$ cat src/sdram_fifo.sv
module sdram_fifo #(
	parameter int width = 32,
	parameter int fifo_depth_log2 = 3
) (
	input  logic sdram_clk,
	input  logic sdram_reset,
	input  logic push,
	input  logic [width-1:0] push_data,
	input  logic pop,
	output logic [width-1:0] pop_data,
	output logic full,
	output logic empty
);
	localparam int depth = 1 << fifo_depth_log2;

	logic [width-1:0] mem [depth];
	logic [fifo_depth_log2-1:0] wr_ptr;
	logic [fifo_depth_log2-1:0] rd_ptr;
	logic [fifo_depth_log2:0] count;

	always_ff @(posedge sdram_clk) begin
		if (sdram_reset) begin
			wr_ptr <= '0;
			rd_ptr <= '0;
			count <= '0;
		end else begin
			if (push) begin
				wr_ptr <= wr_ptr + 1'b1;
			end
			if (pop) begin
				rd_ptr <= rd_ptr + 1'b1;
			end
			case ({push, pop})
				2'b10: count <= count + 1'b1;
				2'b01: count <= count - 1'b1;
				default: ;
			endcase
		end
	end

	always_ff @(posedge sdram_clk) begin
		if (push) begin
			mem[wr_ptr] <= push_data;
		end
	end

	// head entry falls through
	assign pop_data = mem[rd_ptr];
	assign full = count == (fifo_depth_log2 + 1)'(depth);
	assign empty = count == '0;

	a_no_overflow: assert property (@(posedge sdram_clk) disable iff (sdram_reset)
		push |-> !full);
	a_no_underflow: assert property (@(posedge sdram_clk) disable iff (sdram_reset)
		pop |-> !empty);

endmodule

$ cat config.mk
export PLATFORM = sky130hd
export DESIGN_NAME = sdram_fifo
export DESIGN_NICKNAME = d
export VERILOG_FILES = /design/src/sdram_fifo.sv
export SDC_FILE = /design/constraint.sdc
export NUM_CORES = 1
export LEC_CHECK = 0
export ABC_AREA = 1
export BUFFER_PORTS_ARGS = -buffer_cell sky130_fd_sc_hd__buf_2
export CORE_ASPECT_RATIO = 0.5
export CORE_MARGIN = 3
export CORE_UTILIZATION = 50
export DETAILED_ROUTE_END_ITERATION = 16
export GPL_TIMING_DRIVEN = 0
export HOLD_SLACK_MARGIN = 0.12
export PLACE_DENSITY = 0.72
export SYNTH_ARGS = -nofsm -noshare
export SYNTH_HDL_FRONTEND = slang
export SYNTH_SLANG_ARGS = --single-unit
$ cat constraint.sdc
create_clock -name sdram_clk -period 3 [get_ports sdram_clk]
set_clock_uncertainty 0.1 [all_clocks]
set_input_delay 0.9 -clock sdram_clk [delete_from_list [all_inputs] [get_ports sdram_clk]]
set_output_delay 0.9 -clock sdram_clk [all_outputs]
set_load 0.05 [all_outputs]
==> flow_summary.ini <==
[status]
run_status = finished, violations left
violations = setup timing

[critical_path]
cp_slowest_stage_delay_ns = 0.41
crit_type = flip-flop to output port
slowest_stage = dfxtp_4
crit_top_cell = buf_12
cp-end-kind = output port
crit_path_start_kind = flip-flop
worstPathRequired_ns = 2.00
path_max_fanout = 6
path_cells = buf_12, buf_12, buf_12, mux2i_4, o22ai_2, nand2_1, nand2_2, buf_8
critPathArrivalTime_ns = 2.02

[timing]
worstMarginPinSlew_ns = 0.651
max_freq_ghz = 0.331
finalSetupTns_ns = -0.0183
hold_viol = 0
grt_setup_unrepaired = true
final_max_slew_viol_count = 0
finalSetupViolations = 1
relSlewSlack_pct = 56.5
worst_slack_ns = -0.0183
period_minus_slack_ns = 3.02
fin_crit_sh_pct = 101

[power_and_ir_drop]
p_leak_nw = 4.48
power_frac_clock_pct = 34.1
internal_power_w = 0.00619
p_per_area_mw_per_mm2 = 660
ir_drop_mv = 0.322
pwr-share-seq_pct = 50.7
switching_share_pct = 26.0
switching_power_w = 0.00217
p_comb_share_pct = 15.2

[floorplanning]
start_util_pct = 52.7
core_mm2 = 0.0201
die_w_um = 212
die_y_um = 109
die-area_mm2 = 0.0231
boundaryPins = 70
rows = 36

[route]
vias_per_cell = 5.63
drt_iter0_markers = 571
vias = 6740
firstDrtPassIters = 5
wl_um = 24500
ant_nets = 0
wire_per_inst_um = 20.5
drc = 0

[clock_network]
cts_tree = yes
cts_max_level = 1
clkLatencyLatePin_ns = 0.52
cts_hold_buf = 0
post_cts_buffers = 0
numCtsBuffers = 24
clk_pin_slew_ns = 0.07
cts_sinks = 269
cts.path.max_buffers = 3
cts-root-buf = clkbuf_16

[yosys]
synth_edf_count = 256
avgSynthCellArea_um2 = 13.1
synth_top_area_share_pct = 72.5
yosysWarnings = 0
synthArstFlopShare_pct = 0
ys_types = 25
seq_area_frac_synth_pct = 74.9
synth.most_common_cell = edfxtp_1
synth_ff_type = edfxtp_1
synth_common_cells = edfxtp_1 (256), nor2_1 (144), nand2_1 (113)
synth_top_area_cell = edfxtp_1
synth_nets = 850
ys_seq_elements = 269
synth_area_mm2 = 0.0106
synth_cells = 809
yosys-top-cells-area = edfxtp_1 (72%), nor2_1 (5.1%), o21ai_0 (5.0%), nand2_1 (4.0%), mux2i_1 (3.0%)

[global_routing]
antenna_found_initial = 1
grt_max_degree = 27
grt_overflow_total = 0
gr-usage-all-layers_pct = 21.3
grt_pass1_vias = 6788
grt_pass1_wl_um = 37800

[place]
place_area_mm2 = 0.0115
portBuffers = 69
gp_congestion = 0.765
dp_hpwl_um = 14800

[layout]
drive_above_1_share_pct = 19.0
fin_area_mm2 = 0.0127
syn_to_final_growth_pct = 19.4
nets = 955
nFillCells = 1427
seqCellArea_mm2 = 0.00795
multi_input_area_mm2 = 0.00243

[flow_run]
max_cap_viol_count = 0

[worst_hold_path]
hp-class = flip-flop to flip-flop
[critical path, delay by kind of cell, from the launching register on]
family                 cells  cell delay, ns
and+or+nand+nor            2            0.17
DFF                        1            0.41
AOI/OAI and AO/OA          1            0.10
muxes                      1            0.24
buffers and inverters      4            0.58
[per-layer routing]
layer | vias up | GRT usage (%) | share of wire, %
met3 | 49 | 3.62 | 6.8
met4 | 0 | 6.44 | 2.4
li1 | 3127 | - | -
met2 | 255 | 35.3 | 49
met1 | 3309 | 29.5 | 42
met5 | - | 0 | 0
[layout by cell type (no fill, tap or decap), drive strengths merged]
cell type	n
buf	110
clkbuf	48
nor2	144
mux2i	32
o21ai	130
nand2	113
clkinv	7
nor3	3
or2	1
nand3	4
a21oi	7
nor3b	1
dfxtp	13
ha	5
inv	16
a211oi	3
edfxtp	256
clkinvlp	2
diode	1
xnor2	3
o22ai	32
[logic make-up (layout without fill, tap and decap cells)]
kind of cell    after synthesis  after routing  synth area share [%]
flops                       269            269                  74.9
simple gates                266            266                  9.55
compound gates              172            172                  8.56
buf+inv                      62            183                  3.13
mux                          32             32                  3.02
fa+ha+maj                     5              5                 0.590
xor+xnor                      3              3                 0.248
other cells                   0              1                     0
[area by class of cell]
class | instances | area share, %
Tap cell | 266 | 2.63
Buffer | 45 | 3.34
Multi-Input combinational cell | 478 | 19.2
Clock buffer | 33 | 5.25
Sequential cell | 269 | 62.7
Antenna cell | 1 | 0.0197
Timing Repair Buffer | 80 | 5.98
Inverter | 16 | 0.474
Clock inverter | 9 | 0.355
[through the flow]
stage / setup WS (ns) / utilization [%] / instances / total power (W) / hold slack (ns)
2_1_floorplan: -0.177 / - / 809 / 0.00506 / 0.370
4_1_cts: -0.0268 / 61.7 / 1194 / 0.00828 / 0.397
3_5_place_dp: 0.0983 / 57.2 / 1152 / 0.00540 / 0.387
5_1_grt: -0.0704 / 62.9 / 1197 / 0.00864 / 0.448
3_3_place_gp: -1.54 / 56.1 / 1144 / 0.00536 / 0.385
6_report: -0.0183 / 62.9 / 1197 / 0.00836 / 0.399
[repair_timing]
item | CTS | global route
resized for setup | 75 | 75
pin swaps | 0 | 2
gates cloned | 0 | 3
endpoints found under the setup margin | 32 | 32
[worst paths after layout]
kind                           from                     end  slack (ns)  depth (start not counted)
max                       flip-flop            pop_data[24]       -0.02                          8
min          wr_ptr[0]$_SDFFE_PP0P_  wr_ptr[0]$_SDFFE_PP0P_        0.40                          2
max reg2reg  wr_ptr[0]$_SDFFE_PP0P_    mem[3][10]$_DFFE_PP_        1.13                          3
min reg2reg  wr_ptr[0]$_SDFFE_PP0P_  wr_ptr[0]$_SDFFE_PP0P_        0.40                          2
[power by group through the flow]
stage | registers, W | clock network, W | logic (W)
floorplan | 0.00431 | 0 | 0.000744
global placement | 0.00432 | 0 | 0.00104
detailed placement | 0.00431 | 0 | 0.00109
CTS | 0.00423 | 0.00288 | 0.00117
global route | 0.00424 | 0.00303 | 0.00137
finish | 0.00424 | 0.00285 | 0.00127
[registers in the layout, indices dropped and copies added, names as in the netlist, named ones only]
| register | count |
|---|---|
| rd_ptr | 3 |
| wr_ptr | 3 |
| mem | 256 |
| count | 4 |
No activity file was read; power rests on OpenSTA's default activity.
