--- src/sdram_pkg.sv ---
package sdram_pkg;

	// geometry of the modelled part
	localparam int bank_bits = 2;
	localparam int row_bits = 12;
	localparam int col_bits = 8;
	localparam int beat_bits = 16;
	localparam int word_bits = 32;

	// timing in sdram_clk cycles, kept short for simulation
	localparam int t_init_wait = 20;
	localparam int t_cke = 5;
	localparam int t_rp = 2;
	localparam int t_rfc = 6;
	localparam int t_mrd = 2;
	localparam int t_rcd = 2;
	localparam int t_wr = 2;
	localparam int cas_latency = 2;

	// burst length 2, sequential, cas latency 2, burst writes
	localparam logic [row_bits-1:0] mode_word = 12'h021;

	// encoded as {ras_n, cas_n, we_n}
	typedef enum logic [2:0] {
		cmd_mode_register = 3'b000,
		cmd_auto_refresh  = 3'b001,
		cmd_precharge     = 3'b010,
		cmd_active        = 3'b011,
		cmd_write         = 3'b100,
		cmd_read          = 3'b101,
		cmd_nop           = 3'b111
	} sdram_cmd_e;

	// one cycle on the command bus
	typedef struct packed {
		sdram_cmd_e cmd;
		logic [bank_bits-1:0] bank;
		logic [row_bits-1:0] addr;
		logic [1:0] dqm;
	} sdram_bus_t;

	// write FIFO entry, a set mask bit drops that byte
	typedef struct packed {
		logic [word_bits-1:0] data;
		logic [3:0] mask;
	} wr_word_t;

	// host word address
	typedef struct packed {
		logic [bank_bits-1:0] bank;
		logic [row_bits-1:0] row;
		logic [col_bits-1:0] col;
	} host_addr_t;

	localparam sdram_bus_t bus_nop = '{
		cmd: cmd_nop,
		bank: '0,
		addr: '0,
		dqm: '0
	};

	// column part of a READ or WRITE
	// A10 stays low so there is no auto precharge, the LSB picks the first beat
	function automatic logic [row_bits-1:0] col_addr(host_addr_t a);
		return {3'b000, a.col, 1'b0};
	endfunction

endpackage

--- src/sdram_read.sv ---
module sdram_read (
	input  logic sdram_clk,
	input  logic sdram_reset,
	input  logic start,
	input  sdram_pkg::host_addr_t address,
	input  logic [sdram_pkg::beat_bits-1:0] data_in,
	output logic busy,
	output sdram_pkg::sdram_bus_t bus,
	output logic word_push,
	output logic [sdram_pkg::word_bits-1:0] word
);
	typedef enum logic [3:0] {
		rd_idle,
		rd_activate,
		rd_rcd,
		rd_read,
		rd_cas,
		rd_low,
		rd_high,
		rd_precharge,
		rd_rp
	} rd_state_e;

	rd_state_e state;
	logic [3:0] delay;

	always_ff @(posedge sdram_clk) begin
		if (sdram_reset) begin
			state <= rd_idle;
			delay <= '0;
		end else begin
			case (state)
				rd_idle: begin
					if (start) begin
						state <= rd_activate;
					end
				end
				rd_activate: begin
					delay <= 4'(sdram_pkg::t_rcd - 1);
					state <= rd_rcd;
				end
				rd_rcd: begin
					if (delay == 0) begin
						state <= rd_read;
					end else begin
						delay <= delay - 4'd1;
					end
				end
				// READ cycle is the first of the cas latency
				rd_read: begin
					delay <= 4'(sdram_pkg::cas_latency - 2);
					state <= rd_cas;
				end
				rd_cas: begin
					if (delay == 0) begin
						state <= rd_low;
					end else begin
						delay <= delay - 4'd1;
					end
				end
				rd_low: state <= rd_high;
				rd_high: state <= rd_precharge;
				rd_precharge: begin
					delay <= 4'(sdram_pkg::t_rp - 2);
					state <= rd_rp;
				end
				rd_rp: begin
					if (delay == 0) begin
						state <= rd_idle;
					end else begin
						delay <= delay - 4'd1;
					end
				end
				default: state <= rd_idle;
			endcase
		end
	end

	// beats land low half first
	always_ff @(posedge sdram_clk) begin
		if (state == rd_low) begin
			word[15:0] <= data_in;
		end
		if (state == rd_high) begin
			word[31:16] <= data_in;
		end
	end

	assign busy = state != rd_idle;
	// assembled word goes out alongside the precharge
	assign word_push = state == rd_precharge;

	always_comb begin
		bus = sdram_pkg::bus_nop;
		case (state)
			rd_activate: begin
				bus.cmd = sdram_pkg::cmd_active;
				bus.bank = address.bank;
				bus.addr = address.row;
			end
			rd_read: begin
				bus.cmd = sdram_pkg::cmd_read;
				bus.bank = address.bank;
				bus.addr = sdram_pkg::col_addr(address);
			end
			rd_precharge: begin
				bus.cmd = sdram_pkg::cmd_precharge;
				bus.bank = address.bank;
			end
			default: ;
		endcase
	end

	// every accepted read hands back exactly one word, at a fixed distance
	a_one_word: assert property (@(posedge sdram_clk) disable iff (sdram_reset)
		start |-> ##(sdram_pkg::t_rcd + sdram_pkg::cas_latency + 4) word_push);

endmodule

--- config.mk ---
export PLATFORM = sky130hd
export DESIGN_NAME = sdram_read
export DESIGN_NICKNAME = d
export VERILOG_FILES = /design/src/sdram_pkg.sv /design/src/sdram_read.sv
export SDC_FILE = /design/constraint.sdc
export NUM_CORES = 1
export LEC_CHECK = 0
export BUFFER_PORTS_ARGS = -buffer_cell sky130_fd_sc_hd__buf_2
export CAP_MARGIN = 5
export CORE_ASPECT_RATIO = 0.9
export CORE_MARGIN = 4
export CORE_UTILIZATION = 47
export CTS_CLUSTER_SIZE = 28
export DETAILED_ROUTE_END_ITERATION = 8
export PLACE_DENSITY = 0.84
export SLEW_MARGIN = 20
export SYNTH_ARGS = -nofsm -noshare
export SYNTH_HDL_FRONTEND = slang
export SYNTH_SLANG_ARGS = --single-unit
--- constraint.sdc ---
create_clock -name sdram_clk -period 4.9 [get_ports sdram_clk]
set_clock_uncertainty 0.15 [all_clocks]
set_input_delay 0.245 -clock sdram_clk [delete_from_list [all_inputs] [get_ports sdram_clk]]
set_output_delay 0.245 -clock sdram_clk [all_outputs]
set_load 0.01 [all_outputs]
==> impl_metrics.env, run 1 <==
export IMPL_status="completed"
export IMPL_ir_drop_mv=0.161
export IMPL_dp_slack_ps=2910
export IMPL_setup_slack_ps=2590
export IMPL_met3_length_um=463
export IMPL_synthToLayoutAreaGrowth_pct=40.4
export IMPL_die_h_um=65.1
export IMPL_syn_inst=117
export IMPL_root_buffer="clkbuf_8"
export IMPL_rows=20
export IMPL_drt_pass1_iter_count=4
export IMPL_synthAdderAreaFrac=0.0147
export IMPL_maxCapViolCount=0
export IMPL_synth_avg_cell_area_um2=14.5
export IMPL_met2_wirelength_mm=1.81
export IMPL_grt_pass1_wl_mm=6.13
export IMPL_final_hold_viol_count=0
export IMPL_tightest_slew_ps=713
export IMPL_cts_sinks=40
export IMPL_gp_congestion=0.733
export IMPL_synth_compound_area_frac=0.128
export IMPL_gr_total_overflow=0
export IMPL_p_leak_nw=1.06
export IMPL_met1Wirelength_mm=1.58
export IMPL_diodes=0
export IMPL_ant_nets=0
export IMPL_cp_required_ps=4510
export IMPL_via_per_inst=4.95
export IMPL_synth_area_mm2=0.00170
export IMPL_vias=1316
export IMPL_drt_iter0_markers=37
export IMPL_hp_class="input port to flop"
export IMPL_rsz0062_at_grt="false"
export IMPL_finalCritPeriodShare=0.471
export IMPL_die_w_um=71.4
export IMPL_end_kind="output port"
export IMPL_finalPower_uw=736
export IMPL_path_max_fanout=14
export IMPL_synthFlopType="edfxtp_1"
export IMPL_slew_headroom=0.522
export IMPL_fin_nets=264
export IMPL_crit_type="flop to output port"
export IMPL_dpl_hpwl_mm=3.05
export IMPL_period_needed_ps=2310
export IMPL_final_common_cell="buf_2"
export IMPL_synth_seq_cells=40
export IMPL_arrival_ps=1910
export IMPL_grt_pass1_vias=1317
export IMPL_drc_errors=0
export IMPL_timing_hold_ws_ps=13.3
export IMPL_setup_tns_ps=0
export IMPL_ys_seq_area_frac=0.659
export IMPL_slew_viol_final=0
export IMPL_fp_dieArea_mm2=0.00465
export IMPL_grt_max_degree=17
export IMPL_cts_tree="yes"
export IMPL_routed_wl_mm=3.90
export IMPL_cts_inserted_buffers=5
export IMPL_antenna_found_initial=0
export IMPL_clockBufferDepth=2
export IMPL_clock_fmax_mhz=434
export IMPL_synth_xor_area_frac=0.0103
export IMPL_setup_viol=0
export IMPL_top_layer_used="met4"
export IMPL_clk_latency_ps=280
export IMPL_h_tree_depth=2
export IMPL_postPlaceCellArea_mm2=0.00217
export IMPL_drive_gt1_frac=0.500
export IMPL_power_density_mw_per_mm2=308
export IMPL_place_port_buffers=91
export IMPL_fin_area_mm2=0.00239
export IMPL_startpoint_type="flop"
export IMPL_clk_pin_slew_ps=70
export IMPL_layout_common_cells="buf_2 (91), edfxtp_1 (32), dlygate4sd3_1 (11), a22o_1 (8), dfxtp_1 (8)"
export IMPL_async_reset_ff_frac=0
export IMPL_wl_per_cell_um=14.7
export IMPL_initial_utilization=0.496
export IMPL_grt_usage=0.178
export IMPL_synth_cell_type_count=38
export IMPL_synth_top_family_by_area="simple AND/OR/NAND/NOR gates"
export IMPL_ys_warn_count=0
export IMPL_synthSimpleGateAreaFrac=0.136
export IMPL_core_mm2=0.00343
export IMPL_io_pins=94
export IMPL_synth_mux_area_fraction=0
export IMPL_synth_edff_count=32
[worst paths after layout]
check | depth (start not counted) | end | from | slack [ps]
setup / recovery | 4 | bus[5] | state[0] | 2590
hold / removal | 1 | word[3] | data_in[3] | 10
setup reg to reg | 6 | delay[2] | delay[0] | 3010
hold reg to reg | 2 | delay[1] | delay[1] | 330
[cells by family (layout without fill, tap and decap cells)]
family	count (synthesis)	in the layout
simple gates	33	33
compound gates	24	24
flops	40	40
buf+inv	15	119
fa+ha+maj	2	2
other cells	1	2
xor+xnor	2	2
[stage by stage]
stage          utilization  std cells
2_1_floorplan            -        118
3_3_place_gp         0.634        247
3_5_place_dp         0.634        247
4_1_cts              0.688        263
5_1_grt              0.697        266
6_report             0.697        266
[per-layer routing]
metal  global-route usage  up-vias
met5                    0        -
met4               0.0493        0
met3               0.0667        4
met2                0.305       75
met1                0.207      598
li1                     -      639
[final cells by class]
type                    count  area (µm²)
repair buffers            104         581
inverters                   7        26.3
multi-input cells          63         499
clock inverters             2        35.0
clock buffers               6        72.6
well taps                  44        55.1
flip-flops and latches     40        1120
fillers                   250        1040
[sequential cells by signal (all words and copies together) (netlist names)]
signal and cells:
word 32, delay 4, state 4
[Yosys cell counts, types with 2 or more instances]
master / n / share of area
inv_1: 7 / 0.015
buf_2: 2 / 0.0059
ha_1: 2 / 0.015
nor2_1: 5 / 0.011
nor3_2: 2 / 0.012
buf_6: 2 / 0.013
o32ai_1: 2 / 0.010
nand2_1: 2 / 0.0044
buf_4: 3 / 0.013
a22o_1: 8 / 0.041
edfxtp_1: 32 / 0.56
dfxtp_1: 8 / 0.094
a211oi_1: 2 / 0.0088
nand3_1: 2 / 0.0059
a22oi_1: 2 / 0.0088
nor3_1: 2 / 0.0059
and2_1: 6 / 0.022
nand2b_1: 4 / 0.015
a21o_1: 2 / 0.0088
xor2_1: 2 / 0.010
or3_1: 2 / 0.0074
a21oi_1: 2 / 0.0059
[timing repair]
item	4_1_cts	5_1_grt
hold buffers	8	3
resized for setup	0	0
hold endpoints to repair	16	6
buffers inserted	0	0
[critical path, stage by stage (launching register included)]
cell	delay, ps
dfxtp_1	520
nand2b_1	160
nor3_2	570
a22o_1	260
buf_2	130
[where the power goes]
part           internal, mW  switching, mW  total, mW
clock network         0.151          0.101      0.251
registers             0.372        0.00830      0.380
logic                0.0530         0.0508      0.104
total                 0.576          0.160      0.736
Note: power is estimated with default switching activity, not from simulation.
==> run 2, diff against run 1 <==
--- a/config.mk
+++ b/config.mk
@@ -9,10 +9,10 @@
 export CAP_MARGIN = 5
 export CORE_ASPECT_RATIO = 0.9
 export CORE_MARGIN = 4
-export CORE_UTILIZATION = 47
+export CORE_UTILIZATION = 44
 export CTS_CLUSTER_SIZE = 28
 export DETAILED_ROUTE_END_ITERATION = 8
-export PLACE_DENSITY = 0.84
+export PLACE_DENSITY = 0.79
 export SLEW_MARGIN = 20
 export SYNTH_ARGS = -nofsm -noshare
 export SYNTH_HDL_FRONTEND = slang
==> constraint.sdc (replaced) <==
create_clock -name sdram_clk -period 2.25 [get_ports sdram_clk]
set_clock_uncertainty 0.15 [all_clocks]
set_input_delay 0.1125 -clock sdram_clk [delete_from_list [all_inputs] [get_ports sdram_clk]]
set_output_delay 0.1125 -clock sdram_clk [all_outputs]
set_load 0.01 [all_outputs]
==> run 2 against run 1 <==
Against the previous run:
- utilization is 3.2 points lower
- wire length up 3.3%
- sequential share of layout area down 1.7 points
- critical endpoint unchanged
- largest power group unchanged
==> impl_metrics.env, run 2 (synthesized netlist as in run 1, its figures left out) <==
export IMPL_status="completed"
export IMPL_drive_gt1_frac=0.491
export IMPL_power_density_mw_per_mm2=658
export IMPL_core_mm2=0.00373
export IMPL_rsz0062_at_grt="false"
export IMPL_vias=1318
export IMPL_drt_pass1_iter_count=4
export IMPL_layout_common_cells="buf_2 (91), edfxtp_1 (32), dlygate4sd3_1 (18), a22o_1 (8), dfxtp_1 (8)"
export IMPL_antenna_found_initial=0
export IMPL_slew_headroom=0.633
export IMPL_placed_cells=250
export IMPL_slew_viol_final=0
export IMPL_post_cts_buffers=0
export IMPL_synthToLayoutAreaGrowth_pct=45.7
export IMPL_setup_tns_ps=0
export IMPL_top_regs="word (32), delay (4), state (4)"
export IMPL_grt_max_degree=17
export IMPL_crit_type="flop to output port"
export IMPL_via_per_inst=4.78
export IMPL_place_port_buffers=91
export IMPL_finalCritPeriodShare=0.887
export IMPL_timing_hold_ws_ps=340
export IMPL_clk_pin_slew_ps=70
export IMPL_tightest_slew_ps=550
export IMPL_clock_fmax_mhz=501
export IMPL_ant_nets=0
export IMPL_drt_iter0_markers=58
export IMPL_cts_tree="yes"
export IMPL_min_path_cells=2
export IMPL_io_pins=94
export IMPL_switching_share=0.226
export IMPL_final_hold_viol_count=0
export IMPL_final_cells=276
export IMPL_setup_viol=0
export IMPL_grt_pass1_vias=1177
export IMPL_initial_utilization=0.456
export IMPL_fp_dieArea_mm2=0.00493
export IMPL_hp_class="flop to flop"
export IMPL_fin_nets=272
export IMPL_period_needed_ps=2000
export IMPL_grt_pass1_wl_mm=5.90
export IMPL_rows=21
export IMPL_cts_inserted_buffers=5
export IMPL_multi_input_area_um2=505
export IMPL_arrival_ps=1730
export IMPL_power_switching_uw=368
export IMPL_reg2regPathDepth=6
export IMPL_maxCapViolCount=0
export IMPL_root_buffer="clkbuf_8"
export IMPL_drc_errors=0
export IMPL_p_leak_nw=1.09
export IMPL_ir_drop_mv=0.404
export IMPL_fin_area_mm2=0.00248
export IMPL_gr_total_overflow=0
export IMPL_h_tree_depth=2
export IMPL_path_max_fanout=10
export IMPL_routed_wl_mm=4.03
export IMPL_startpoint_type="flop"
export IMPL_seqPwrFrac=0.508
export IMPL_comb_power_share=0.145
export IMPL_cp_required_ps=1990
export IMPL_clockBufferDepth=2
export IMPL_end_kind="output port"
export IMPL_die_w_um=73.6
export IMPL_wl_per_cell_um=14.6
export IMPL_n_fill_cell=286
export IMPL_dpl_hpwl_mm=2.97
export IMPL_die_h_um=67.0
export IMPL_cts_sinks=40
export IMPL_postPlaceCellArea_mm2=0.00218
export IMPL_seqCellArea_mm2=0.00112
export IMPL_internal_power_mw=1.26
export IMPL_top_register="word"
export IMPL_diodes=0
export IMPL_clockPowerShare=0.347
export IMPL_grt_usage=0.161
export IMPL_largest_reg_flops=32
export IMPL_fin_util=0.665
export IMPL_clk_latency_ps=290
export IMPL_gp_congestion=0.827
export IMPL_final_common_cell="buf_2"
[run 2: path summary, 6_finish.rpt]
path	to	slack (ps)	startpoint
hold reg to reg	delay[1]	340	delay[1]
setup / recovery	bus[5]	250	state[1]
hold / removal	delay[1]	340	delay[1]
setup reg to reg	delay[2]	420	delay[0]
[run 2: worst max-delay path: stages, from the launching register on]
cell	delay [ps]
dfxtp_1	560
nand2_1	200
nor3_4	340
a22o_1	210
buf_2	130
[run 2: per-stage QoR]
stage	total power [mW]	setup slack (ps)
2_1_floorplan	0.981	357
3_3_place_gp	1.05	439
3_5_place_dp	1.06	432
4_1_cts	1.65	152
5_1_grt	1.72	84.9
6_report	1.63	255
[run 2: cell type report]
class / instances / area share
sequential: 40 / 0.452
timing repair buffer: 112 / 0.265
multi-input combinational: 63 / 0.204
clock buffer: 5 / 0.0277
tap: 46 / 0.0232
clock inverter: 3 / 0.0172
inverter: 7 / 0.0106
[run 2: what timing repair did]
item | 4_1_cts | 5_1_grt
endpoints found under the hold margin | 37 | 0
endpoints found under the setup margin | 0 | 8
hold buffers | 18 | 0
resized for setup | 0 | 1
[run 2: power groups by stage]
stage          combinational (mW)  sequential, mW  clock [mW]
3_3_place_gp                0.209           0.843           0
3_5_place_dp                0.212           0.844           0
6_report                    0.237           0.828       0.567
2_1_floorplan               0.147           0.833           0
5_1_grt                     0.259           0.831       0.625
4_1_cts                     0.237           0.828       0.581
[run 2: per-layer routing]
metal | share of wire | vias to the layer above | GRT usage
li1 | - | 654 | -
met1 | 0.41 | 611 | 0.210
met2 | 0.49 | 46 | 0.252
met3 | 0.085 | 7 | 0.0528
met4 | 0.010 | 0 | 0.0475
met5 | 0 | - | 0
