--- config.mk ---
export PLATFORM = sky130hd
export DESIGN_NAME = sdram_write
export DESIGN_NICKNAME = d
export VERILOG_FILES = /design/src/sdram_pkg.sv /design/src/sdram_write.sv
export SDC_FILE = /design/constraint.sdc
export NUM_CORES = 1
export LEC_CHECK = 0
export BUFFER_PORTS_ARGS = -buffer_cell sky130_fd_sc_hd__buf_2
export CAP_MARGIN = 20
export CORE_UTILIZATION = 41
export DETAILED_ROUTE_END_ITERATION = 8
export PLACE_DENSITY_LB_ADDON = 0.05
export SLEW_MARGIN = 20
export SYNTH_ARGS = -nofsm -noshare
export SYNTH_HDL_FRONTEND = slang
export SYNTH_SLANG_ARGS = --single-unit
--- constraint.sdc ---
create_clock -name sdram_clk -period 2.28 [get_ports sdram_clk]
set_input_delay 0.342 -clock sdram_clk [delete_from_list [all_inputs] [get_ports sdram_clk]]
set_output_delay 0.342 -clock sdram_clk [all_outputs]
set_load 0.1 [all_outputs]
--- src/sdram_pkg.sv ---
package sdram_pkg;

	// geometry of the modelled part
	localparam int bank_bits = 2;
	localparam int row_bits = 12;
	localparam int col_bits = 8;
	localparam int beat_bits = 16;
	localparam int word_bits = 32;

	// timing in sdram_clk cycles, kept short for simulation
	localparam int t_init_wait = 20;
	localparam int t_cke = 5;
	localparam int t_rp = 2;
	localparam int t_rfc = 6;
	localparam int t_mrd = 2;
	localparam int t_rcd = 2;
	localparam int t_wr = 2;
	localparam int cas_latency = 2;

	// burst length 2, sequential, cas latency 2, burst writes
	localparam logic [row_bits-1:0] mode_word = 12'h021;

	// encoded as {ras_n, cas_n, we_n}
	typedef enum logic [2:0] {
		cmd_mode_register = 3'b000,
		cmd_auto_refresh  = 3'b001,
		cmd_precharge     = 3'b010,
		cmd_active        = 3'b011,
		cmd_write         = 3'b100,
		cmd_read          = 3'b101,
		cmd_nop           = 3'b111
	} sdram_cmd_e;

	// one cycle on the command bus
	typedef struct packed {
		sdram_cmd_e cmd;
		logic [bank_bits-1:0] bank;
		logic [row_bits-1:0] addr;
		logic [1:0] dqm;
	} sdram_bus_t;

	// write FIFO entry, a set mask bit drops that byte
	typedef struct packed {
		logic [word_bits-1:0] data;
		logic [3:0] mask;
	} wr_word_t;

	// host word address
	typedef struct packed {
		logic [bank_bits-1:0] bank;
		logic [row_bits-1:0] row;
		logic [col_bits-1:0] col;
	} host_addr_t;

	localparam sdram_bus_t bus_nop = '{
		cmd: cmd_nop,
		bank: '0,
		addr: '0,
		dqm: '0
	};

	// column part of a READ or WRITE
	// A10 stays low so there is no auto precharge, the LSB picks the first beat
	function automatic logic [row_bits-1:0] col_addr(host_addr_t a);
		return {3'b000, a.col, 1'b0};
	endfunction

endpackage

--- src/sdram_write.sv ---
module sdram_write (
	input  logic sdram_clk,
	input  logic sdram_reset,
	input  logic start,
	input  sdram_pkg::host_addr_t address,
	input  sdram_pkg::wr_word_t word,
	output logic word_pop,
	output logic busy,
	output sdram_pkg::sdram_bus_t bus,
	output logic [sdram_pkg::beat_bits-1:0] data_out,
	output logic data_drive
);
	typedef enum logic [2:0] {
		wr_idle,
		wr_activate,
		wr_rcd,
		wr_write,
		wr_beat2,
		wr_recover,
		wr_precharge,
		wr_rp
	} wr_state_e;

	wr_state_e state;
	logic [3:0] delay;
	logic [sdram_pkg::beat_bits-1:0] data_hi;
	logic [1:0] mask_hi;

	always_ff @(posedge sdram_clk) begin
		if (sdram_reset) begin
			state <= wr_idle;
			delay <= '0;
		end else begin
			case (state)
				wr_idle: begin
					if (start) begin
						state <= wr_activate;
					end
				end
				wr_activate: begin
					delay <= 4'(sdram_pkg::t_rcd - 1);
					state <= wr_rcd;
				end
				wr_rcd: begin
					if (delay == 0) begin
						state <= wr_write;
					end else begin
						delay <= delay - 4'd1;
					end
				end
				wr_write: state <= wr_beat2;
				wr_beat2: begin
					delay <= 4'(sdram_pkg::t_wr - 1);
					state <= wr_recover;
				end
				wr_recover: begin
					if (delay == 0) begin
						state <= wr_precharge;
					end else begin
						delay <= delay - 4'd1;
					end
				end
				// precharge cycle counts as the first of t_rp
				wr_precharge: begin
					delay <= 4'(sdram_pkg::t_rp - 2);
					state <= wr_rp;
				end
				wr_rp: begin
					if (delay == 0) begin
						state <= wr_idle;
					end else begin
						delay <= delay - 4'd1;
					end
				end
				default: state <= wr_idle;
			endcase
		end
	end

	// FIFO head moves on at the WRITE, keep the upper half for beat two
	always_ff @(posedge sdram_clk) begin
		if (state == wr_write) begin
			data_hi <= word.data[31:16];
			mask_hi <= word.mask[3:2];
		end
	end

	assign busy = state != wr_idle;
	assign word_pop = state == wr_write;
	assign data_drive = (state == wr_write) || (state == wr_beat2);
	assign data_out = (state == wr_beat2) ? data_hi : word.data[15:0];

	always_comb begin
		bus = sdram_pkg::bus_nop;
		case (state)
			wr_activate: begin
				bus.cmd = sdram_pkg::cmd_active;
				bus.bank = address.bank;
				bus.addr = address.row;
			end
			wr_write: begin
				bus.cmd = sdram_pkg::cmd_write;
				bus.bank = address.bank;
				bus.addr = sdram_pkg::col_addr(address);
				bus.dqm = word.mask[1:0];
			end
			wr_beat2: bus.dqm = mask_hi;
			wr_precharge: begin
				bus.cmd = sdram_pkg::cmd_precharge;
				bus.bank = address.bank;
			end
			default: ;
		endcase
	end

	a_start_idle: assert property (@(posedge sdram_clk) disable iff (sdram_reset)
		start |-> !busy);

endmodule

==> results of run 1 <==
sequential cells by signal (all words and copies together), names as in the netlist:
signal	count
state	3
data_hi	16
mask_hi	2
delay	4
cells in the mapped netlist (2+ instances only):
master	number	area [um^2]
buf_4	2	15.0
nand3b_1	2	15.0
or2b_1	2	15.0
edfxtp_1	18	541
and2_1	6	37.5
inv_1	3	11.3
nor3_1	4	20.0
a21oi_1	3	15.0
nand2_1	4	15.0
nor2_1	4	15.0
nor2b_1	2	12.5
a21oi_2	2	17.5
clkbuf_1	2	7.51
ha_1	2	25.0
mux2i_1	4	40.0
o21ai_1	3	15.0
o21ai_0	2	10.0
mux2_1	16	180
a22o_1	10	87.6
buf_2	4	20.0
or2_1	2	12.5
dfxtp_1	7	140
layer usage:
metal	vias up	global-route usage [%]	share of wire [%]
li1	660	-	-
met1	660	26.9	38
met2	77	42.4	51
met3	11	5.67	9.0
met4	0	9.74	1.8
met5	-	0	0
timing repair:
item,4_1_cts,5_1_grt
gates cloned,0,1
setup endpoints to repair,17,23
buffers inserted,0,1
resized for setup,3,8
how the worst max path moves through the flow:
stage / start / end / slack, ps / depth (start not counted)
2_1_floorplan: state[0]$_SDFFE_PP0P_ / bus[16] / -130 / 4
3_3_place_gp: state[2]$_SDFFE_PP0P_ / data_out[13] / 370 / 5
3_5_place_dp: state[2]$_SDFFE_PP0P_ / bus[0] / 330 / 6
4_1_cts: state[1]$_SDFFE_PP0P_ / data_out[12] / 8 / 5
5_1_grt: state[0]$_SDFFE_PP0P_ / data_out[4] / -50 / 5
6_report: state[0]$_SDFFE_PP0P_ / data_out[4] / 30 / 5
cells by family after synthesis:
family | Yosys count
compound gates | 27
xor+xnor | 1
fa+ha+maj | 2
buf+inv | 13
flops | 25
mux | 21
simple gates | 34
power groups by stage:
stage	logic (mW)	registers (mW)	clock network [mW]
6_report	1.29	0.563	0.205
5_1_grt	1.34	0.567	0.228
4_1_cts	1.27	0.559	0.205
3_5_place_dp	1.27	0.568	0
3_3_place_gp	1.24	0.565	0
2_1_floorplan	0.876	0.555	0
stage by stage:
step	TNS (ps)	instance area [um^2]	hold WS (ps)
after floorplan	-668	1540	441
after global placement	0	2580	519
after detailed placement	0	2580	520
after CTS	0	2620	178
after global routing	-561	2660	155
final	0	2660	179
cell type report:
| type | count | area, um^2 | share of cell area (%) |
|---|---|---|---|
| timing repair buffer | 106 | 1060 | 40.1 |
| multi-input combinational | 85 | 803 | 30.3 |
| sequential | 25 | 682 | 25.7 |
| tap | 46 | 57.6 | 2.17 |
| clock buffer | 3 | 22.5 | 0.848 |
| inverter | 4 | 20.0 | 0.754 |
| clock inverter | 1 | 5.00 | 0.189 |
worst register-to-register path, delay by kind of cell, from the launching register on:
kind / cells / cell delay [ps]
and+or+nand+nor: 1 / 430
DFF: 1 / 360
adders and majority gates: 1 / 210
buffers and inverters: 1 / 120
AOI/OAI and AO/OA: 2 / 270
muxes: 1 / 290
==> flow_metrics.tcl, run 1 <==
set metrics [dict create \
    status "complete, no violations" \
    placed_cells 264 \
    drc_errors 0 \
    synth-xor-area-share_pct 0.609 \
    whs_endpoint "data_hi[5]$_DFFE_PN_" \
    fmax_mhz 445 \
    hold_viol 0 \
    clockBufferDepth 2 \
    leakage_nw 1.17 \
    viasPerCell 5.21 \
    start_kind "flop" \
    drt_iter0_drc 31 \
    cts_hold_buffers 0 \
    crit_type "flop to output port" \
    layout.nets 288 \
    combPwrFrac_pct 62.6 \
    pre_cts_slack_ps 325 \
    n_antenna_cell 0 \
    ys_warn_count 0 \
    reg2reg_depth 6 \
    syn_area_per_cell_um2 11.7 \
    fillCellCount 214 \
    crit_family "simple AND/OR/NAND/NOR gates" \
    synth-async-reset-ratio_pct 0 \
    synth_cells 123 \
    overflow 0 \
    clk_pin_slew_ps 140 \
    layout_commonest_cell "buf_2" \
    layout_common_cells "buf_2 (64), buf_12 (34), edfxtp_1 (18)" \
    antenna_found_initial 0 \
    portBuffers 98 \
    finalPower_mw 2.05 \
    crit_required_ps 1940 \
    max_stage_delay_ps 400 \
    root_buffer "clkbuf_4" \
    fin_crit_sh_pct 98.7 \
    worstPathArrival_ps 1910 \
    crit_fanout 9 \
    dr.pass1.iters 4 \
    min_from "word[25]" \
    coreArea_um2 3340 \
    dieArea_um2 3750 \
    io_pins 99 \
    route.detailed.wl_per_inst_um 16.6 \
    final_cell_count_no_fill 270 \
    grt_start_max_net_pins 20 \
    synthMuxAreaShare_pct 16.4 \
    internal_power_mw 1.05 \
    die-width_um 61.2 \
    synth_edf_count 18 \
    synth_compound_gate_area_share_pct 14.2 \
    dp_hpwl_mm 3.47 \
    p_clk_share_pct 10.0 \
    holdPathStages 1 \
    num_rows 21 \
    slew_headroom_pct 65.6 \
    areaGrowthSynthToFinish_pct 84.7 \
    netSwitchingFraction_pct 48.7 \
    ant_nets 0 \
    gr-usage-all-layers_pct 23.7 \
    seq_area_frac_synth_pct 47.3 \
    p_sw_mw 1.00 \
    timing.final.crit_period_ps 2250 \
    path_buf_inv 2 \
    cts_tree "built" \
    grt_pass1_vias 1391 \
    syn_nets 186 \
    synthAdderAreaFrac_pct 1.74 \
    gp_congestion 0.831 \
    yosysUniqueCellTypes 41 \
    htreeDepth 1 \
    power.density_nw_per_um2 774 \
    crit_path_end_kind "output port" \
    path_cells "nor2b_4, nor2b_2, buf_4, mux2_1, buf_12" \
    final_layout_size_suffix_gt1_share_pct 59.8 \
    max-vdd-ir-drop_uv 467 \
    skew_ps 2.23 \
    syn_area_um2 1440 \
    synth_ff_type "edfxtp_1" \
    rrSetupSlack_ps 500 \
    post-route-util_pct 79.6 \
    hold_class "input pin to flop" \
    vias 1408 \
    finalSetupViolations 0 \
    rr_endpoint "delay[1]$_SDFFE_PP0P_" \
    clock-sinks 25 \
    synth_top_family_by_area "multiplexers" \
    routed_wl_mm 4.49 \
    cap_viol_max_count 0 \
    synth-simple-area-share_pct 15.0 \
    finalMaxSlewViolations 0 \
    seqPwrFrac_pct 27.4 \
    grt_pass1_wl_mm 6.34 \
    tightest_slew_ps 519 \
    clkLatencyLatePin_ps 320 \
    setup_ws_ps 30.5 \
    ys_ff_latch 25 \
    start_util_pct 43.1 \
    reg2reg_from "delay[0]$_SDFFE_PP0P_" \
    cts_buffers 3 \
    die_h_um 61.2 \
    cpMaxStageDelayCell "dfxtp_1" \
]
Power figures use the tool's default switching activity.
==> run 2, diff against run 1 <==
- ABC_AREA: unset -> 1
- CORE_MARGIN: unset -> 2
- CORE_UTILIZATION: 41 -> 42
==> run 2 against run 1 <==
Total power grew 56%. Critical path depth increased by 2. Clock skew grew 9.9 ps. Setup slack improved by 120 ps. Utilization down 4.9 points. Cell area fell by 4.6%. Via count grew 0.85%. Sequential share of layout area increased by 1.3 points. Critical path type unchanged. Highest routed layer unchanged.
==> flow_metrics.tcl, run 2 <==
set metrics [dict create \
    status "complete, no violations" \
    final_layout_size_suffix_gt1_share_pct 58.5 \
    syn_area_um2 1510 \
    syn_area_per_cell_um2 10.1 \
    crit_path_end_kind "output port" \
    finalMaxSlewViolations 0 \
    slew_headroom_pct 66.6 \
    finalSetupViolations 0 \
    die_h_um 63.9 \
    synth_ff_type "edfxtp_1" \
    die-width_um 63.9 \
    reg2reg_depth 7 \
    crit_type "flop to output port" \
    synth_commonest_cells "nand2_1 (20), edfxtp_1 (18), inv_1 (17)" \
    antenna_found_initial 0 \
    worstPathArrival_ps 1790 \
    skew_ps 12.1 \
    yosysTopAreaCellShare_pct 35.8 \
    hold_viol 0 \
    overflow 0 \
    ant_nets 0 \
    viasPerCell 4.83 \
    synth_edf_count 18 \
    crit_family "simple AND/OR/NAND/NOR gates" \
    crit_fanout 12 \
    syn_nets 212 \
    grt_pass1_vias 1284 \
    seqPwrFrac_pct 20.2 \
    yosysMostFrequentCell "nand2_1" \
    p_clk_share_pct 6.4 \
    root_buffer "clkbuf_4" \
    start_util_pct 44.5 \
    fmax_mhz 470 \
    clkLatencyLatePin_ps 330 \
    placed_cells 290 \
    fin_tns_setup_ps 0 \
    cpMaxStageDelayCell "dfxtp_2" \
    start_kind "flop" \
    top_regs "data_hi x16, delay x4, state x3" \
    cts_hold_buffers 0 \
    drc_errors 0 \
    htreeDepth 1 \
    yosysUniqueCellTypes 28 \
    clk_pin_slew_ps 140 \
    gr-usage-all-layers_pct 19.6 \
    cap_viol_max_count 0 \
    hold_class "input pin to flop" \
    p_sw_mw 1.83 \
    holdPathStages 1 \
    layout_common_cells "buf_2 (68), buf_12 (30), nand2_1 (20)" \
    synth-simple-area-share_pct 21.4 \
    route.detailed.wl_per_inst_um 13.5 \
    netSwitchingFraction_pct 57.2 \
    final_cell_count_no_fill 294 \
    fin_crit_sh_pct 93.4 \
    routed_wl_mm 3.97 \
    n_antenna_cell 0 \
    rsz0062_at_grt "false" \
    io_pins 99 \
    critical_path_depth 7 \
    crit_required_ps 1940 \
    cts_buffers 3 \
    seq_area_frac_synth_pct 45.1 \
    internal_power_mw 1.37 \
    clock-sinks 25 \
    synth_compound_gate_area_share_pct 9.95 \
    tightest_slew_ps 505 \
    yosys.area.top_type "edfxtp_1" \
    leakage_nw 1.23 \
    coreArea_um2 3390 \
    synth_top_family_by_area "simple AND/OR/NAND/NOR gates" \
    power.density_nw_per_um2 1260 \
    max-vdd-ir-drop_uv 664 \
    areaGrowthSynthToFinish_pct 67.8 \
    portBuffers 98 \
    post-route-util_pct 74.7 \
    drt_iter0_drc 41 \
    num_rows 21 \
    synthAdderAreaFrac_pct 1.66 \
    cts_tree "built" \
    setup_ws_ps 152 \
    ys_ff_latch 25 \
    synth_cells 149 \
    max_stage_delay_ps 460 \
    largest_register "data_hi" \
    layout.nets 312 \
    ys_warn_count 0 \
    synth-xor-area-share_pct 0 \
    vias 1420 \
    dp_hpwl_mm 3.30 \
    grt_start_max_net_pins 19 \
    gp_congestion 0.821 \
    ys_top_cells_by_area "edfxtp_1 (36%), dfxtp_1 (9.3%), mux2_4 (9.0%), mux2_2 (5.2%), nand2_1 (5.0%)" \
    clockBufferDepth 2 \
    synthMuxAreaShare_pct 14.2 \
    path_cells "nand2_2, nor2_4, inv_2, o21ai_1, nor2_1, nor2_2, buf_12" \
    pre_cts_slack_ps 316 \
    timing.final.crit_period_ps 2130 \
    dieArea_um2 4090 \
    dr.pass1.iters 4 \
    path_buf_inv 2 \
    combPwrFrac_pct 73.4 \
    layout_commonest_cell "buf_2" \
    largest_reg_flops 16 \
    grt_pass1_wl_mm 6.26 \
    synth-async-reset-ratio_pct 0 \
]
run 2: worst paths after layout:
kind	start	end	slack, ps
max	state[1]$_SDFFE_PP0P_	bus[14]	150
min	word[23]	data_hi[3]$_DFFE_PN_	170
max reg2reg	state[2]$_SDFFE_PP0P_	delay[1]$_SDFFE_PP0P_	920
min reg2reg	delay[3]$_SDFFE_PP0P_	delay[3]$_SDFFE_PP0P_	490
run 2: kinds of logic (layout without fill, tap and decap cells):
family	after synthesis	count (layout)
buf+inv	25	124
compound gates	20	20
mux	16	16
fa+ha+maj	2	2
simple gates	61	61
flops	25	25
run 2: worst reg2reg max path, cell delays in order, from the launching register on:
cell	delay [ps]
dfxtp_2	580
nand2_1	190
nand2_2	150
nand3_4	110
nand2_1	100
nand2_1	50
nand2_1	50
nor2_1	30
run 2: layer usage:
layer | vias to the layer above | track usage [%] | wire [um]
li1 | 710 | - | -
met1 | 631 | 26.7 | 1620
met2 | 74 | 31.0 | 1900
met3 | 5 | 5.81 | 422
met4 | 0 | 4.08 | 27
met5 | - | 0 | 0
run 2: what timing repair did:
action,4_1_cts,5_1_grt
resized for setup,3,1
buffers inserted,0,0
endpoints found under the setup margin,23,4
run 2: area by class of cell:
class / instances / area (um^2)
Timing Repair Buffer: 99 / 948
Fill cell: 260 / 857
Multi-Input combinational cell: 99 / 733
Sequential cell: 25 / 684
Inverter: 21 / 78.8
Tap cell: 46 / 57.6
Clock buffer: 3 / 22.5
Clock inverter: 1 / 7.51
run 2: power by group through the flow:
stage               Clock (mW)  Combinational (mW)  Sequential (mW)
floorplan                    0                1.71            0.633
CTS                      0.211                2.36            0.646
detailed placement           0                2.35            0.654
global route             0.234                2.47            0.657
finish                   0.204                2.35            0.647
global placement             0                2.33            0.650
run 2: metrics by stage:
step	power, mW	cell area (um^2)	hold WS, ps
after floorplan	2.34	1530	404
after detailed placement	3.00	2490	473
final	3.20	2530	173
after CTS	3.21	2530	166
after global placement	2.98	2490	474
after global routing	3.36	2530	149
==> run 3, diff against run 2 <==
- SETUP_SLACK_MARGIN: unset -> 0.4
==> run 3 against run 2 <==
Wire length up 62%. Critical path depth is the same. Sequential share of layout area is 3.5 points lower. Clock skew is 4.1 ps higher. Highest routed layer unchanged. Utilization up 12 points. Non-clock buffer count is 16 higher. Final cell count increased by 6.5%. Critical endpoint unchanged. First-iteration DRC count rose by 110%. Die area stayed put. Sequential cell count unchanged. Largest power group unchanged. Cell area increased by 16%.
==> flow_metrics.tcl, run 3 (same netlist as run 2, synthesis figures left out) <==
set metrics [dict create \
    p_clk_share_pct 5.4 \
    viasPerCell 5.43 \
    leakage_nw 1.41 \
    layout_common_cells "buf_2 (61), buf_12 (34), nand2_1 (20)" \
    top_regs "data_hi x16, delay x4, state x3" \
    grt_start_max_net_pins 19 \
    slew_headroom_pct 66.9 \
    fin_tns_setup_ps 0 \
    wl_met1_mm 2.19 \
    io_pins 99 \
    fmax_mhz 492 \
    seqPwrFrac_pct 17.4 \
    finalPower_mw 3.79 \
    crit_type "flop to output port" \
    fillCellCount 167 \
    placed_area_um2 2370 \
    path_buf_inv 2 \
    timing.final.crit_period_ps 2030 \
    placed_cells 290 \
    power.density_nw_per_um2 1290 \
    clkLatencyLatePin_ps 330 \
    fin_crit_sh_pct 89.1 \
    internal_power_mw 1.67 \
    areaGrowthSynthToFinish_pct 95.0 \
    crit_path_end_kind "output port" \
    drc_errors 0 \
    finalSetupViolations 0 \
    p_sw_mw 2.12 \
    tightest_slew_ps 500 \
    skew_ps 16.2 \
    worstPathArrival_ps 1690 \
    rrSetupSlack_ps 720 \
    finalMaxSlewViolations 0 \
    portBuffers 98 \
    wl_met2_mm 3.47 \
    ant_nets 0 \
    cap_viol_max_count 0 \
    cts_tree "built" \
    layout.nets 331 \
    overflow 0 \
    dieArea_um2 4090 \
    coreArea_um2 3390 \
    netSwitchingFraction_pct 55.8 \
    routed-wl-met3_um 517 \
    hold_ws_ps 171 \
    num_rows 21 \
    antenna_found_initial 0 \
    die_h_um 63.9 \
    cts_buffers 3 \
    root_buffer "clkbuf_4" \
    final_area_um2 2940 \
    final_layout_size_suffix_gt1_share_pct 66.7 \
    start_util_pct 44.5 \
    hold_class "input pin to flop" \
    crit_family "simple AND/OR/NAND/NOR gates" \
    vias 1699 \
    rsz0062_at_grt "true" \
    gr-usage-all-layers_pct 24.8 \
    pre_cts_slack_ps 290 \
    dr.pass1.iters 4 \
    status "complete, no violations" \
    layout_commonest_cell "buf_2" \
    clockBufferDepth 2 \
    crit_fanout 5 \
    cts_hold_buffers 0 \
    dp_hpwl_mm 3.30 \
    clock-sinks 25 \
    cpMaxStageDelayCell "dfxtp_4" \
    largest_register "data_hi" \
    gp_congestion 0.851 \
    max-vdd-ir-drop_uv 733 \
    post-route-util_pct 86.8 \
    max_stage_delay_ps 440 \
    largest_reg_flops 16 \
    grt_pass1_wl_mm 7.76 \
    grt_pass1_vias 1617 \
    combPwrFrac_pct 77.2 \
    final_cell_count_no_fill 313 \
    cpMostUsedCell "nor2_4" \
    die-width_um 63.9 \
    n_antenna_cell 0 \
    path_cells "nand2_2, nor2_4, inv_6, o21ai_2, nor2_2, nor2_4, buf_12" \
    top_layer_used "met4" \
    drt_iter0_drc 85 \
    crit_required_ps 1940 \
    htreeDepth 1 \
    setup_ws_ps 248 \
    routed_wl_mm 6.43 \
    clk_pin_slew_ps 150 \
    route.detailed.wl_per_inst_um 20.6 \
    start_kind "flop" \
    hold_viol 0 \
]
[run 3: worst paths after layout]
check             cells past startpoint                    end                  start
setup reg to reg                      7  state[1]$_SDFFE_PP0P_  state[0]$_SDFFE_PP0P_
setup / recovery                      7                bus[14]  state[0]$_SDFFE_PP0P_
hold / removal                        1   data_hi[1]$_DFFE_PN_               word[21]
hold reg to reg                       2  delay[3]$_SDFFE_PP0P_  delay[3]$_SDFFE_PP0P_
[run 3: layout make-up]
cell class | count | area [um^2] | area share [%]
multi-input combinational | 102 | 911 | 31.0
tap | 46 | 57.6 | 1.96
inverter | 21 | 97.6 | 3.32
clock buffer | 4 | 26.3 | 0.893
sequential | 25 | 692 | 23.5
timing repair buffer | 115 | 1160 | 39.4
[run 3: power groups by stage]
stage,Combinational (mW),Clock (mW),Sequential (mW)
after floorplan,1.75,0,0.636
after global placement,2.16,0,0.653
after detailed placement,2.17,0,0.657
after CTS,2.58,0.207,0.651
after global routing,3.02,0.225,0.667
final,2.93,0.205,0.660
[run 3: repair_timing]
item / in CTS / in global routing
resized for setup: 58 / 36
setup buffers: 9 / 7
endpoints found under the setup margin: 38 / 36
pin swaps: 5 / 11
cloned: 3 / 0
[run 3: metal layers]
layer,vias to the layer above,track usage [%]
met1,810,27.0
met2,113,45.4
met3,21,6.87
li1,755,-
met4,0,8.70
met5,-,0
